$ cat src/common/lenet_pkg.sv
package lenet_pkg;

    // window geometry
    localparam int num_taps  = 25;
    localparam int tap_idx_w = 5;
    localparam logic [tap_idx_w-1:0] last_tap = tap_idx_w'(num_taps - 1);

    // datapath widths
    localparam int data_w = 8;
    localparam int prod_w = 16;
    localparam int acc_w  = 21;   // 25 full-scale products
    localparam int bias_w = 16;
    localparam int sum_w  = acc_w + 1;  // acc plus bias, no wrap

    localparam int q_shift = 8;   // scale after bias

    typedef enum logic [1:0] {
        IDLE,
        RUN,
        DRAIN,
        FINISH
    } ctrl_state_e;

    typedef struct packed {
        logic [data_w-1:0] pixel;
        logic [data_w-1:0] weight;
    } tap_pair_t;

    typedef struct packed {
        logic [acc_w-1:0]  acc;
        logic [data_w-1:0] act;
    } conv_result_t;

endpackage

$ cat src/hdl/conv_ctrl_fsm.sv
`timescale 1ns/1ns

module conv_ctrl_fsm (
    input  logic clk,
    input  logic rst_n,
    input  logic start,
    input  logic last,
    output logic busy,
    output logic done,
    output logic cnt_clear,
    output logic cnt_step,
    output logic rd_en,
    output logic acc_clear,
    output logic acc_en,
    output logic finish
);

    lenet_pkg::ctrl_state_e state;
    lenet_pkg::ctrl_state_e state_nxt;

    logic kick;

    assign kick = (state == lenet_pkg::IDLE) && start;

    always_comb begin
        state_nxt = state;
        case (state)
            lenet_pkg::IDLE:   if (start) state_nxt = lenet_pkg::RUN;
            lenet_pkg::RUN:    if (last) state_nxt = lenet_pkg::DRAIN;  // final read issued
            lenet_pkg::DRAIN:  state_nxt = lenet_pkg::FINISH;
            lenet_pkg::FINISH: state_nxt = lenet_pkg::IDLE;
            default:           state_nxt = lenet_pkg::IDLE;
        endcase
    end

    always_ff @(posedge clk or negedge rst_n) begin
        if (!rst_n) begin
            state <= lenet_pkg::IDLE;
        end else begin
            state <= state_nxt;
        end
    end

    // accumulate trails the buffer read by one cycle
    always_ff @(posedge clk or negedge rst_n) begin
        if (!rst_n) begin
            acc_en <= 1'b0;
            done   <= 1'b0;
        end else begin
            acc_en <= rd_en;
            done   <= (state == lenet_pkg::FINISH);  // lines up with result
        end
    end

    assign busy      = (state != lenet_pkg::IDLE);
    assign rd_en     = (state == lenet_pkg::RUN);
    assign cnt_step  = rd_en;
    assign cnt_clear = kick;
    assign acc_clear = kick;
    assign finish    = (state == lenet_pkg::FINISH);

endmodule

$ cat src/hdl/lenet_conv_top.sv
`timescale 1ns/1ns

module lenet_conv_top (
    input  logic                           clk,
    input  logic                           rst_n,
    input  logic                           load,
    input  logic [lenet_pkg::tap_idx_w-1:0] load_idx,
    input  lenet_pkg::tap_pair_t           load_pair,
    input  logic                           start,
    input  logic [lenet_pkg::bias_w-1:0]   bias,
    output logic                           busy,
    output logic                           done,
    output lenet_pkg::conv_result_t        result
);

    logic                            cnt_clear;
    logic                            cnt_step;
    logic                            rd_en;
    logic                            acc_clear;
    logic                            acc_en;
    logic                            finish;
    logic                            last;
    logic [lenet_pkg::tap_idx_w-1:0] idx;
    logic                            wr_en;
    lenet_pkg::tap_pair_t            rd_pair;
    logic [lenet_pkg::prod_w-1:0]    product;

    assign wr_en = load && !busy;  // window locked during a run

    conv_ctrl_fsm i_conv_ctrl_fsm (
        .clk       (clk),
        .rst_n     (rst_n),
        .start     (start),
        .last      (last),
        .busy      (busy),
        .done      (done),
        .cnt_clear (cnt_clear),
        .cnt_step  (cnt_step),
        .rd_en     (rd_en),
        .acc_clear (acc_clear),
        .acc_en    (acc_en),
        .finish    (finish)
    );

    tap_counter i_tap_counter (
        .clk   (clk),
        .rst_n (rst_n),
        .clear (cnt_clear),
        .step  (cnt_step),
        .idx   (idx),
        .last  (last)
    );

    window_buffer i_window_buffer (
        .clk     (clk),
        .rst_n   (rst_n),
        .wr_en   (wr_en),
        .wr_idx  (load_idx),
        .wr_pair (load_pair),
        .rd_en   (rd_en),
        .rd_idx  (idx),
        .rd_pair (rd_pair)
    );

    approx_mult_8x8 i_approx_mult_8x8 (
        .x (rd_pair.pixel),
        .y (rd_pair.weight),
        .z (product)
    );

    mac_pipe i_mac_pipe (
        .clk     (clk),
        .rst_n   (rst_n),
        .clear   (acc_clear),
        .acc_en  (acc_en),
        .finish  (finish),
        .product (product),
        .bias    (bias),
        .result  (result)
    );

endmodule

$ cat src/hdl/tap_counter.sv
`timescale 1ns/1ns

module tap_counter (
    input  logic                           clk,
    input  logic                           rst_n,
    input  logic                           clear,
    input  logic                           step,
    output logic [lenet_pkg::tap_idx_w-1:0] idx,
    output logic                           last
);

    always_ff @(posedge clk or negedge rst_n) begin
        if (!rst_n) begin
            idx <= '0;
        end else if (clear) begin
            idx <= '0;
        end else if (step && !last) begin  // parks on the last tap
            idx <= idx + 1'b1;
        end
    end

    assign last = (idx == lenet_pkg::last_tap);

endmodule

$ cat src/hdl/window_buffer.sv
`timescale 1ns/1ns

module window_buffer (
    input  logic                           clk,
    input  logic                           rst_n,
    input  logic                           wr_en,
    input  logic [lenet_pkg::tap_idx_w-1:0] wr_idx,
    input  lenet_pkg::tap_pair_t           wr_pair,
    input  logic                           rd_en,
    input  logic [lenet_pkg::tap_idx_w-1:0] rd_idx,
    output lenet_pkg::tap_pair_t           rd_pair
);

    lenet_pkg::tap_pair_t mem [lenet_pkg::num_taps];

    // window cleared on reset
    always_ff @(posedge clk or negedge rst_n) begin
        if (!rst_n) begin
            for (int i = 0; i < lenet_pkg::num_taps; i++) begin
                mem[i] <= '0;
            end
        end else if (wr_en && (wr_idx <= lenet_pkg::last_tap)) begin
            mem[wr_idx] <= wr_pair;   // out of range index dropped
        end
    end

    always_ff @(posedge clk or negedge rst_n) begin
        if (!rst_n) begin
            rd_pair <= '0;
        end else if (rd_en) begin
            rd_pair <= mem[rd_idx];
        end
    end

endmodule

$ cat src/mac/approx_mult_8x8.sv
`timescale 1ns/1ns

module approx_mult_8x8 (
    input  logic [7:0]  x,
    input  logic [7:0]  y,
    output logic [15:0] z
);

    logic [7:0]  pp [8];     // AND rows, row i weighted by 2^i
    logic [12:0] term1;
    logic [12:0] term2;
    logic [12:0] term3;
    logic [12:0] term4;
    logic [12:0] term5;
    logic [12:0] term6;
    logic [15:0] upper;
    logic [15:0] lower;

    always_comb begin
        for (int i = 0; i < 8; i++) begin
            pp[i] = y & {8{x[i]}};
        end
    end

    // compressed terms from rows 0 to 5, low columns dropped
    always_comb begin
        term1 = '0;
        term1[5]  = pp[2][2] ^ pp[3][1];
        term1[6]  = pp[2][3] ^ pp[3][2];
        term1[7]  = pp[4][2] & pp[5][1];
        term1[8]  = pp[0][7] ^ pp[1][6];
        term1[9]  = pp[2][7] ^ pp[3][6];
        term1[10] = pp[2][7] & pp[3][6];
        term1[11] = pp[4][7] & pp[5][6];
        term1[12] = pp[5][7];
    end

    always_comb begin
        term2 = '0;
        term2[6]  = pp[4][2] ^ pp[5][1];
        term2[8]  = pp[2][5] | pp[3][4];
        term2[9]  = pp[4][5] & pp[5][4];
        term2[10] = pp[3][7];
        term2[11] = pp[4][7] | pp[5][6];
    end

    always_comb begin
        term3 = '0;
        term3[8]  = pp[2][6] | pp[3][5];
        term3[9]  = pp[4][5] | pp[5][4];
        term3[10] = pp[4][6] & pp[5][5];
    end

    always_comb begin
        term4 = '0;
        term4[8]  = pp[4][3] | pp[5][2];
        term4[10] = pp[4][6] | pp[5][5];
    end

    // column 8 carry and sum of rows 4/5
    always_comb begin
        term5 = '0;
        term5[8] = pp[4][4] & pp[5][3];
    end

    always_comb begin
        term6 = '0;
        term6[8] = pp[4][4] ^ pp[5][3];
    end

    // rows 6 and 7 kept exact
    assign upper = {2'b00, pp[6], 6'b0} + {1'b0, pp[7], 7'b0};

    assign lower = {3'b000, term1} + {3'b000, term2} + {3'b000, term3}
                 + {3'b000, term4} + {3'b000, term5} + {3'b000, term6};

    assign z = upper + lower;

endmodule

$ cat src/mac/mac_pipe.sv
`timescale 1ns/1ns

module mac_pipe (
    input  logic                        clk,
    input  logic                        rst_n,
    input  logic                        clear,
    input  logic                        acc_en,
    input  logic                        finish,
    input  logic [lenet_pkg::prod_w-1:0] product,
    input  logic [lenet_pkg::bias_w-1:0] bias,
    output lenet_pkg::conv_result_t     result
);

    logic [lenet_pkg::acc_w-1:0]  acc;
    logic [lenet_pkg::bias_w-1:0] bias_q;
    logic [lenet_pkg::sum_w-1:0]  biased;
    logic [lenet_pkg::sum_w-1:0]  scaled;
    logic [lenet_pkg::data_w-1:0] act;

    always_ff @(posedge clk or negedge rst_n) begin
        if (!rst_n) begin
            acc <= '0;
        end else if (clear) begin
            acc <= '0;
        end else if (acc_en) begin
            acc <= acc + {{(lenet_pkg::acc_w - lenet_pkg::prod_w){1'b0}}, product};
        end
    end

    // bias sampled with the start of a run
    always_ff @(posedge clk) begin
        if (clear) begin
            bias_q <= bias;
        end
    end

    assign biased = {1'b0, acc}
                  + {{(lenet_pkg::sum_w - lenet_pkg::bias_w){1'b0}}, bias_q};
    assign scaled = biased >> lenet_pkg::q_shift;

    // clip to 255
    always_comb begin
        if (|scaled[lenet_pkg::sum_w-1:lenet_pkg::data_w]) begin
            act = '1;
        end else begin
            act = scaled[lenet_pkg::data_w-1:0];
        end
    end

    always_ff @(posedge clk or negedge rst_n) begin
        if (!rst_n) begin
            result <= '0;
        end else if (finish) begin
            result.acc <= acc;
            result.act <= act;
        end
    end

endmodule

$ cat config.mk
export PLATFORM = sky130hd
export DESIGN_NAME = lenet_conv_top
export DESIGN_NICKNAME = d
export VERILOG_FILES = /design/src/common/lenet_pkg.sv /design/src/hdl/conv_ctrl_fsm.sv /design/src/hdl/lenet_conv_top.sv /design/src/hdl/tap_counter.sv /design/src/hdl/window_buffer.sv /design/src/mac/approx_mult_8x8.sv /design/src/mac/mac_pipe.sv
export SDC_FILE = /design/constraint.sdc
export NUM_CORES = 1
export LEC_CHECK = 0
export BUFFER_PORTS_ARGS = -buffer_cell sky130_fd_sc_hd__buf_2
export CORE_AREA = 4 4 233 235
export DETAILED_ROUTE_END_ITERATION = 6
export DIE_AREA = 0 0 237 239
export GPL_ROUTABILITY_DRIVEN = 0
export PLACE_DENSITY = 0.7
export SLEW_MARGIN = 20
export SYNTH_ARGS = -nofsm -noshare
export SYNTH_HDL_FRONTEND = slang
export SYNTH_SLANG_ARGS = --single-unit
$ cat constraint.sdc
create_clock -name clk -period 8.2 [get_ports clk]
set_clock_uncertainty 0.05 [all_clocks]
set_input_delay 0.82 -clock clk [delete_from_list [all_inputs] [get_ports clk]]
set_output_delay 0.82 -clock clk [all_outputs]
set_load 0.01 [all_outputs]
======== Yosys cells after proc, flatten, opt, wreduce, memory -nomap -nowiden ========
Cells that the tools add are included.
word-level totals
  register bits after elaboration ......... 491
  input port bits ......................... 41
  output and inout bits ................... 31
  word-level logic and storage cells ...... 135
operators by class
  add/subtract/negate cells ............... 10
  magnitude comparators ................... 4
  equality and inequality tests ........... 6
  multiplexer cells ....................... 14
  bitwise logic cells ..................... 28
  reduce and logical (&&, ||, !) cells .... 13
operators by type and width
  operator                                                                       number
  400-bit bitwise mux                                                            1
  16-bit binary-select mux with 5-bit select                                     1
  16-bit demux with 5-bit select                                                 1
  8-bit AND                                                                      7
  16-bit 2-to-1 mux                                                              3
  21-bit 2-to-1 mux                                                              2
  16-bit by 11-bit adder with 16-bit output                                      2
  16-bit by 9-bit adder with 16-bit output                                       2
  21-bit by 16-bit adder with 22-bit output                                      1
  21-bit by 16-bit adder with 21-bit output                                      1
  14-bit by 15-bit adder with 16-bit output                                      1
  16-bit adder                                                                   1
  13-bit by 12-bit adder with 14-bit output                                      1
  6-bit greater-or-equal comparator (second input constant)                      2
  5-bit NOT with 6-bit output                                                    2
  5-bit 2-to-1 mux                                                               2
  8-bit 2-to-1 mux                                                               1
  2-bit case mux with 4 select lines                                             1
  7-bit AND                                                                      1
  1-bit AND                                                                      6
  6-bit by 1-bit less-than comparator with 1-bit output (second input constant)  1
  1-bit bitwise OR                                                               6
  2-bit nonzero test                                                             3
  6-bit OR reduction                                                             1
  13 further kinds                                                               25

======== Longest topological paths before layout ========
Gate-level depths: netlist (run 1).
  word-level depth ........................ 11
  mapped depth ............................ 27
  mapped depth without buffers ............ 26

======== By module ========
Synthesis (run 1) repeated with hierarchy kept, for this count alone.
unflattened totals
  cells, all modules ...................... 1,726
  area, all modules ....................... 24,568.6 um2
modules (own cells, without submodules)
  module           instances  cells each  area an instance (um2)  seq. area each (um2)
  window_buffer    1          1,176       18,990.7                10,410.0
  mac_pipe         1          368         3,886.2                 1,731.7
  approx_mult_8x8  1          134         1,154.9                 0.0
  tap_counter      1          27          282.8                   125.1
  conv_ctrl_fsm    1          20          240.2                   100.1
  lenet_conv_top   1          1           13.8                    0.0

======== Worst setup path after synthesis (run 1) ========
Ideal clock, no wire load.
  path kind ............................... reg2reg
  from .................................... reg i_window_buffer.rd_pair[10] (netlist name)
  to ...................................... reg i_mac_pipe.acc[16] (netlist name)
  setup time .............................. 0.151 ns
  data arrival time ....................... 5.561 ns
  required time ........................... 7.999 ns
  slack ................................... 2.438 ns
  stages on the path, launching flop included .. 25
  buffers on the path ..................... 0
  period minus slack after synthesis ...... 5.762 ns
  path through ............................ dfrtp_1 > and2_1 > ha_1 > fa_1 > a31o_2 > xor2_1 > fa_1 > inv_1 > fa_1 > inv_1 > ha_1 > ha_1 > fa_1 > a21o_1 > a21oi_1 > o21bai_1 > a21oi_1 > xnor2_1 > ha_1 > inv_1 > o21ai_0 > a22oi_1 > and2_1 > xor2_1 > nor2_1
between the ends
  word-level cells in the longest chain between the ends .. 11
  elaborated cells on any way between the ends .. 16
  those cells by class .................... add/sub (7); mux (2); bitwise (7)
ends and longest elaborated chain
  item                                                       line                   RTL
  8-bit AND (*)                                              approx_mult_8x8.sv:21  pp[i] = y & {8{x[i]}};
  1-bit XOR, or another cell as far along                    approx_mult_8x8.sv:28  term1[5] = pp[2][2] ^ pp[3][1];
  13-bit by 12-bit adder with 14-bit output                  approx_mult_8x8.sv:74  assign lower = {3'b000, term1} + {3'b000, term2} + {3'b000, term3}
  16-bit by 11-bit adder with 16-bit output (*)              approx_mult_8x8.sv:74
  16-bit by 11-bit adder with 16-bit output (*)              approx_mult_8x8.sv:75  + {3'b000, term4} + {3'b000, term5} + {3'b000, term6};
  16-bit by 9-bit adder with 16-bit output (*) (2 in a row)  approx_mult_8x8.sv:75
  16-bit adder (*)                                           approx_mult_8x8.sv:77  assign z = upper + lower;
  21-bit by 16-bit adder with 21-bit output (*)              mac_pipe.sv:26         acc <= acc + {{(lenet_pkg::acc_w - lenet_pkg::prod_w){1'b0}}, product};
  21-bit 2-to-1 mux (*)                                      mac_pipe.sv:25         end else if (acc_en) begin
  21-bit 2-to-1 mux (*)                                      mac_pipe.sv:23         end else if (clear) begin
  to (signal assigned)                                       mac_pipe.sv:26
  to (decl)                                                  mac_pipe.sv:14         logic [lenet_pkg::acc_w-1:0] acc;
Mark *: on every way between the ends. The rest lies on a longest branch, timed or not. The select of a mux whose other input is x is not followed.
A chain may end at the register's enable or synchronous reset.

======== Worst setup path in the final report (run 1) ========
  from .................................... reg i_window_buffer.rd_pair[7] (netlist name)
  to ...................................... reg i_mac_pipe.acc[16] (netlist name)
between the ends
  word-level cells in the longest chain between the ends .. 11
  elaborated cells on any way between the ends .. 22
  those cells by class .................... add/sub (8); mux (2); bitwise (12)
ends and longest elaborated chain
  item                                                   line                   RTL
  8-bit AND                                              approx_mult_8x8.sv:21
  1-bit XOR, or another cell as far along                approx_mult_8x8.sv:31  term1[8] = pp[0][7] ^ pp[1][6];
  13-bit by 12-bit adder with 14-bit output              approx_mult_8x8.sv:74
  16-bit by 11-bit adder with 16-bit output              approx_mult_8x8.sv:74
  16-bit by 11-bit adder with 16-bit output              approx_mult_8x8.sv:75
  16-bit by 9-bit adder with 16-bit output (2 in a row)  approx_mult_8x8.sv:75
  16-bit adder (*)                                       approx_mult_8x8.sv:77
  21-bit by 16-bit adder with 21-bit output (*)          mac_pipe.sv:26
  21-bit 2-to-1 mux (*)                                  mac_pipe.sv:25
  21-bit 2-to-1 mux (*)                                  mac_pipe.sv:23
Marked as above.

==> results.json, run 1 <==
{
  "status": "completed",
  "clk_pin_slew_worst_paths_ns": 0.06,
  "critPathLaunchType": "flop",
  "setup.worst_path.class": "reg2reg",
  "async_reset_ff_share_pct": 97.7,
  "grt_setup_unrepaired": "false",
  "netlist_top_cells_area": "sky130_fd_sc_hd__dfrtp_1, sky130_fd_sc_hd__mux2_2, sky130_fd_sc_hd__mux4_2",
  "critPathArrivalTime_ns": 6.59,
  "fp.dieW_um": 237,
  "max_freq_mhz": 161,
  "switchingPower_mw": 3.98,
  "synth_top_area_cell": "sky130_fd_sc_hd__dfrtp_1",
  "regToRegStartpoint": "i_window_buffer.rd_pair[7]",
  "yosysWarningCount": 0,
  "grt_pass1_wl_mm": 83.3,
  "synthAdderAreaFrac_pct": 4.89,
  "tritoncts.num_buffers": 50,
  "postCtsSetupBuffers": 0,
  "initial_cell_density_of_the_core_pct": 44.5,
  "syn-instance-count": 1650,
  "design.final.nets": 1802,
  "synth_flop_cell": "sky130_fd_sc_hd__dfrtp_1",
  "via_count": 13600,
  "max_transition_viols_final": 0,
  "clock_sink_count": 476,
  "grt_start_max_net_pins": 102,
  "crit_fanout": 8,
  "layout_worst_path_cycle_share_pct": 75.6,
  "p_leak_nw": 12.0,
  "synth_simple_gate_area_share_pct": 3.74,
  "aggregate_global_routing_overflow": 0,
  "cts_tree": "built",
  "io-pin-count": 72,
  "post_synth_instance_area_mm2": 0.0232,
  "critPathMaxStageDelay_ns": 0.53,
  "htree_levels": 2,
  "track_usage_pct": 18.4,
  "synthDominantCellAreaShare_pct": 50.1,
  "critical_path.startpoint": "i_window_buffer.rd_pair[7]",
  "timing_hold_violations_final": 0,
  "dominant_combinational_cell_family_by_area_after_synthesis": "multiplexers",
  "number_of_enable_flip_flop_cells_after_synthesis": 11,
  "mostFrequentLayoutCell": "sky130_fd_sc_hd__dfrtp_1",
  "avgRoutedWirePerCell_um": 21.3,
  "area_fraction_in_compound_gates_after_synthesis_pct": 4.61,
  "postLayoutCellArea_mm2": 0.0258,
  "post_cts_resized": 0,
  "first_global_vias": 14600,
  "synth_area_per_cell_um2": 14.1,
  "dp_hpwl_mm": 32.0,
  "worstPathCellList": "and2_1 > ha_1 > fa_1 > a31o_2 > xor2_1 > fa_1 > inv_1 > fa_1 > inv_1 > ha_1 > ha_1 > fa_1 > a21o_1 > a21oi_1 > o21bai_1 > a21oi_1 > xnor2_1 > ha_1 > inv_1 > o21ai_0 > a22oi_1 > and2_1 > xor2_1 > nor2_1",
  "areaGrowthSynthToFinish_pct": 11.0,
  "share_of_the_synthesized_netlist_area_taken_by_xor_and_xnor_gates_pct": 1.21,
  "avgViaCountPerCell": 5.65,
  "finalSetupTns_ns": 0,
  "ant_nets": 0,
  "holdBufCountCts": 0,
  "synth_mux_area_share_pct": 31.1,
  "fraction_of_layout_instances_using_a_drive_strength_above_1_pct": 42.1,
  "cell_internal_pwr_mw": 6.84,
  "worstSkewPairLatency_ns": 0.61,
  "worst_ep_required_time_ns": 8.59,
  "dr.pass1.iters": 7,
  "min_period_ns": 6.20,
  "comb_power_share_pct": 46.3,
  "chipHeight_um": 239,
  "cts.root.buffer_cell": "sky130_fd_sc_hd__clkbuf_16",
  "totalWireLength_mm": 51.2,
  "reg2reg_depth": 24,
  "core_area_mm2": 0.0522,
  "power.ir.vdd_worst_mv": 0.534,
  "hold_class": "in2async",
  "sw_frac_of_total_pct": 36.8,
  "transition_at_the_pin_with_the_smallest_max_transition_slack_ns": 1.17,
  "clock_tree.buffer_depth": 3,
  "drc": 0,
  "most-common-layout-cells": "sky130_fd_sc_hd__dfrtp_1, sky130_fd_sc_hd__mux2_2, sky130_fd_sc_hd__mux4_2",
  "synth_cell_types": 54,
  "finalSetupViolations": 0,
  "endpoint_kind": "flop",
  "drt_first_iter_violations": 706,
  "design.die.area_mm2": 0.0566,
  "cellPowerDensity_mw_per_mm2": 419,
  "slew_headroom_pct": 21.6,
  "rows": 84,
  "register_bit_total_from_synthesis": 476,
  "seq_power_share_pct": 32.8,
  "numPortBuffers": 61,
  "clockPowerShare_pct": 21.0,
  "fraction_of_the_yosys_area_taken_by_sequential_cells_pct": 51.5,
  "antenna_found_initial": 1,
  "placed_area_mm2": 0.0241,
  "max-cap-violations": 0,
  "critical_path.slowest_cell": "sky130_fd_sc_hd__fa_1"
}
## routing by layer
| metal | vias to the layer above | track usage [%] | wire, um |
|---|---|---|---|
| li1 | 6075 | - | - |
| met1 | 7203 | 25.0 | 22800 |
| met2 | 250 | 31.4 | 25500 |
| met3 | 71 | 2.75 | 1870 |
| met4 | 0 | 4.69 | 1040 |
| met5 | - | 0 | 0 |
## final timing paths
kind,endpoint,slack (ns)
min in group clk,i_mac_pipe.bias_q[9],0.36
hold reg to reg,i_mac_pipe.result[0],0.44
hold / removal,i_mac_pipe.result[3],0.21
setup / recovery,i_mac_pipe.acc[16],2.00
max in group asynchronous,i_window_buffer.mem[66],6.40
setup reg to reg,i_mac_pipe.acc[16],2.00
## kinds of logic after synthesis
group                      Yosys count
muxes                              549
buffers and inverters              152
DFF                                476
AOI/OAI and AO/OA                  186
other                                1
xor gates and xnor gates            32
and+or+nand+nor                    174
adders and majority gates           80
## area by class of cell
type	instances	area, um2
flip-flops and latches	476	12000
diodes	1	2.50
well taps	688	861
repair buffers	88	526
multi-input cells	1026	10600
clock inverters	15	175
clock buffers	73	1490
fillers	4368	26400
inverters	39	146
## through the flow
stage / utilization [%] / worst slack [ns] / cells / power (mW) / hold WS (ns)
floorplan: - / 2.44 / 1654 / 7.44 / 0.424
global placement: 46.2 / 2.03 / 2316 / 8.45 / 0.428
detailed placement: 46.2 / 2.01 / 2316 / 8.60 / 0.433
CTS: 49.4 / 2.00 / 2404 / 10.9 / 0.224
global route: 49.4 / 1.62 / 2406 / 11.8 / 0.245
finish: 49.4 / 2.00 / 2406 / 10.8 / 0.212
## worst max-delay path: cells and delay by family (launching register included)
family                     cells  cell delay [ns]
adders and majority gates      8             3.15
AOI/OAI and AO/OA              7             1.33
DFF                            1             0.46
xor gates and xnor gates       3             0.46
and+or+nand+nor                3             0.42
buffers and inverters          3             0.17
## flip-flops by register name, indices dropped and copies added, names as in the netlist
| register | cells |
|---|---|
| i_conv_ctrl_fsm.acc_en | 1 |
| i_conv_ctrl_fsm.done | 1 |
| i_conv_ctrl_fsm.state | 2 |
| i_mac_pipe.acc | 16 |
| i_mac_pipe.bias_q | 11 |
| i_mac_pipe.result | 24 |
| i_tap_counter.idx | 5 |
| i_window_buffer.mem | 400 |
| i_window_buffer.rd_pair | 16 |
## power by group through the flow
| stage | Combinational (mW) | Sequential [mW] | Clock, mW |
|---|---|---|---|
| 2_1_floorplan | 4.08 | 3.36 | 0 |
| 3_3_place_gp | 4.92 | 3.53 | 0 |
| 3_5_place_dp | 5.02 | 3.58 | 0 |
| 4_1_cts | 5.05 | 3.54 | 2.33 |
| 5_1_grt | 5.68 | 3.63 | 2.44 |
| 6_report | 5.01 | 3.54 | 2.27 |
## cells in the mapped netlist, drive strengths merged (8+ instances only)
| cell type | instances |
|---|---|
| edfxtp | 11 |
| buf | 69 |
| xnor2 | 17 |
| mux4 | 96 |
| nand2 | 81 |
| ha | 62 |
| mux2i | 21 |
| and2 | 17 |
| inv | 37 |
| o21ai | 50 |
| dfrtp | 465 |
| nand3 | 8 |
| xor2 | 15 |
| mux2 | 432 |
| a21oi | 89 |
| fa | 18 |
| a21o | 8 |
| nor2 | 39 |
| clkbuf | 44 |
Power figures use the tool's default switching activity.
==> run 2: changes to the inputs <==
==> constraint.sdc (replaced) <==
create_clock -name clk -period 6.2 [get_ports clk]
set_clock_uncertainty 0.05 [all_clocks]
set_input_delay 0.62 -clock clk [delete_from_list [all_inputs] [get_ports clk]]
set_output_delay 0.62 -clock clk [all_outputs]
set_load 0.01 [all_outputs]
==> run 2 against run 1 <==
Sequential power increased by 32%. Power increased by 36%. Critical path depth increased by 1. Core utilization increased by 0.24 points. Setup slack got worse by 1.8 ns. Non-clock buffer count unchanged. Final cell count about the same. Cell area increased by 0.48%. Via count increased by 1.0%. Die area unchanged. First-iteration DRC count increased by 15%. Critical endpoint is now i_mac_pipe.acc[20]. Highest routed layer unchanged.
==> results.json, run 2 (synthesized netlist as in run 1, its figures left out) <==
{
  "status": "completed",
  "aggregate_global_routing_overflow": 0,
  "hold_class": "in2async",
  "layout_worst_path_cycle_share_pct": 95.9,
  "post-route-util_pct": 49.6,
  "groute.layer.met3.usage_pct": 2.94,
  "avgViaCountPerCell": 5.71,
  "drc": 0,
  "finalSetupTns_ns": 0,
  "track_usage_pct": 18.6,
  "initial_cell_density_of_the_core_pct": 44.5,
  "antenna_found_initial": 0,
  "dp_hpwl_mm": 32.3,
  "tritoncts.num_buffers": 50,
  "chipHeight_um": 239,
  "setup.worst_path.class": "reg2reg",
  "total_power_mw": 14.7,
  "finalSetupViolations": 0,
  "ant_nets": 0,
  "dp.cells": 2312,
  "numPortBuffers": 61,
  "mostFrequentLayoutCell": "sky130_fd_sc_hd__dfrtp_1",
  "p_leak_nw": 12.0,
  "min_period_ns": 5.95,
  "cts.root.buffer_cell": "sky130_fd_sc_hd__clkbuf_16",
  "core_area_mm2": 0.0522,
  "grt_pass1_wl_mm": 83.5,
  "endpoint_kind": "flop",
  "fraction_of_layout_instances_using_a_drive_strength_above_1_pct": 43.2,
  "clock_tree.buffer_depth": 3,
  "fp.dieW_um": 237,
  "cts_tree": "built",
  "slew_headroom_pct": 23.7,
  "max_flop_register": "i_window_buffer.mem",
  "first_global_vias": 14600,
  "clk_pin_slew_worst_paths_ns": 0.06,
  "critPathLaunchType": "flop",
  "drt_first_iter_violations": 813,
  "worst_ep_required_time_ns": 6.61,
  "max_freq_mhz": 168,
  "critPathArrivalTime_ns": 6.36,
  "largestRegisters": "i_window_buffer.mem: 400 flops, i_mac_pipe.result: 24 flops",
  "non_filler_instance_count_after_layout": 2405,
  "clock_sink_count": 476,
  "rows": 84,
  "max-cap-violations": 0,
  "via_count": 13700,
  "cellPowerDensity_mw_per_mm2": 566,
  "transition_at_the_pin_with_the_smallest_max_transition_slack_ns": 1.14,
  "crit_fanout": 7,
  "grt_start_max_net_pins": 120,
  "antenna_cells": 0,
  "worstSkewPairLatency_ns": 0.60,
  "gr-usage-met2_pct": 31.7,
  "fill_cell_total_of_the_finished_layout": 4429,
  "htree_levels": 2,
  "areaGrowthSynthToFinish_pct": 11.6,
  "timing_hold_violations_final": 0,
  "largest_register_ffs": 400,
  "grt_most_used_layer": "met2",
  "avgRoutedWirePerCell_um": 21.7,
  "most-common-layout-cells": "sky130_fd_sc_hd__dfrtp_1, sky130_fd_sc_hd__mux2_2, sky130_fd_sc_hd__mux4_2",
  "power.ir.vdd_worst_mv": 0.592,
  "critical_path.slowest_cell": "sky130_fd_sc_hd__fa_1",
  "design.final.nets": 1802,
  "reg2reg_depth": 25,
  "design.die.area_mm2": 0.0566,
  "totalWireLength_mm": 52.2,
  "io-pin-count": 72,
  "grt_use_met1_pct": 24.9,
  "crit_path_frequent_cell": "sky130_fd_sc_hd__fa_1",
  "dr.pass1.iters": 5,
  "max_transition_viols_final": 0,
  "critPathMaxStageDelay_ns": 0.55
}
[run 2: routing by layer]
| layer | vias to the layer above | share of wire, % |
|---|---|---|
| met3 | 77 | 4.4 |
| met5 | - | 0 |
| met4 | 0 | 2.4 |
| met2 | 263 | 50 |
| li1 | 6051 | - |
| met1 | 7345 | 43 |
[run 2: worst max-delay path, delay by kind of cell (launching register included)]
kind	cells	cell delay, ns
fa+ha+maj	8	2.99
compound gates	8	1.32
flops	1	0.44
xor+xnor	3	0.39
buf+inv	4	0.37
simple gates	2	0.23
[run 2: final cells by class]
class	count	area [um2]	area share, %
clock buffer	74	1510	5.84
clock inverter	14	150	0.579
inverter	39	146	0.565
multi-input combinational	1026	10700	41.3
sequential	476	12000	46.2
tap	688	861	3.32
timing repair buffer	88	551	2.12
[run 2: through the flow]
step | worst slack [ns] | area (um2) | hold WS, ns
after floorplan | 0.438 | 23300 | 0.274
after detailed placement | 0.0432 | 24100 | 0.434
final | 0.252 | 25900 | 0.0192
after CTS | 0.0232 | 25800 | 0.0661
after global routing | -0.0387 | 25900 | 0.102
after global placement | 0.115 | 24100 | 0.426
[run 2: report_power, final]
group	switching [mW]	total, mW	internal, mW
Sequential	0.634	4.67	4.04
Combinational	3.55	7.00	3.45
Clock	1.26	3.00	1.74
[run 2: path summary, 6_finish.rpt]
kind                                            start                         end  slack (ns)
min in group clk                             bias[15]       i_mac_pipe.bias_q[15]        0.15
max in group asynchronous                       rst_n  i_window_buffer.rd_pair[7]        4.52
setup reg to reg           i_window_buffer.rd_pair[7]          i_mac_pipe.acc[20]        0.25
hold / removal                                  rst_n        i_mac_pipe.result[0]        0.02
hold reg to reg                  i_mac_pipe.result[5]        i_mac_pipe.result[5]        0.44
setup / recovery           i_window_buffer.rd_pair[7]          i_mac_pipe.acc[20]        0.25
[run 2: what timing repair did]
action | CTS | global route
gates resized for setup | 0 | 16
setup endpoints to repair | 0 | 6
hold buffers | 0 | 0
setup buffers | 0 | 4
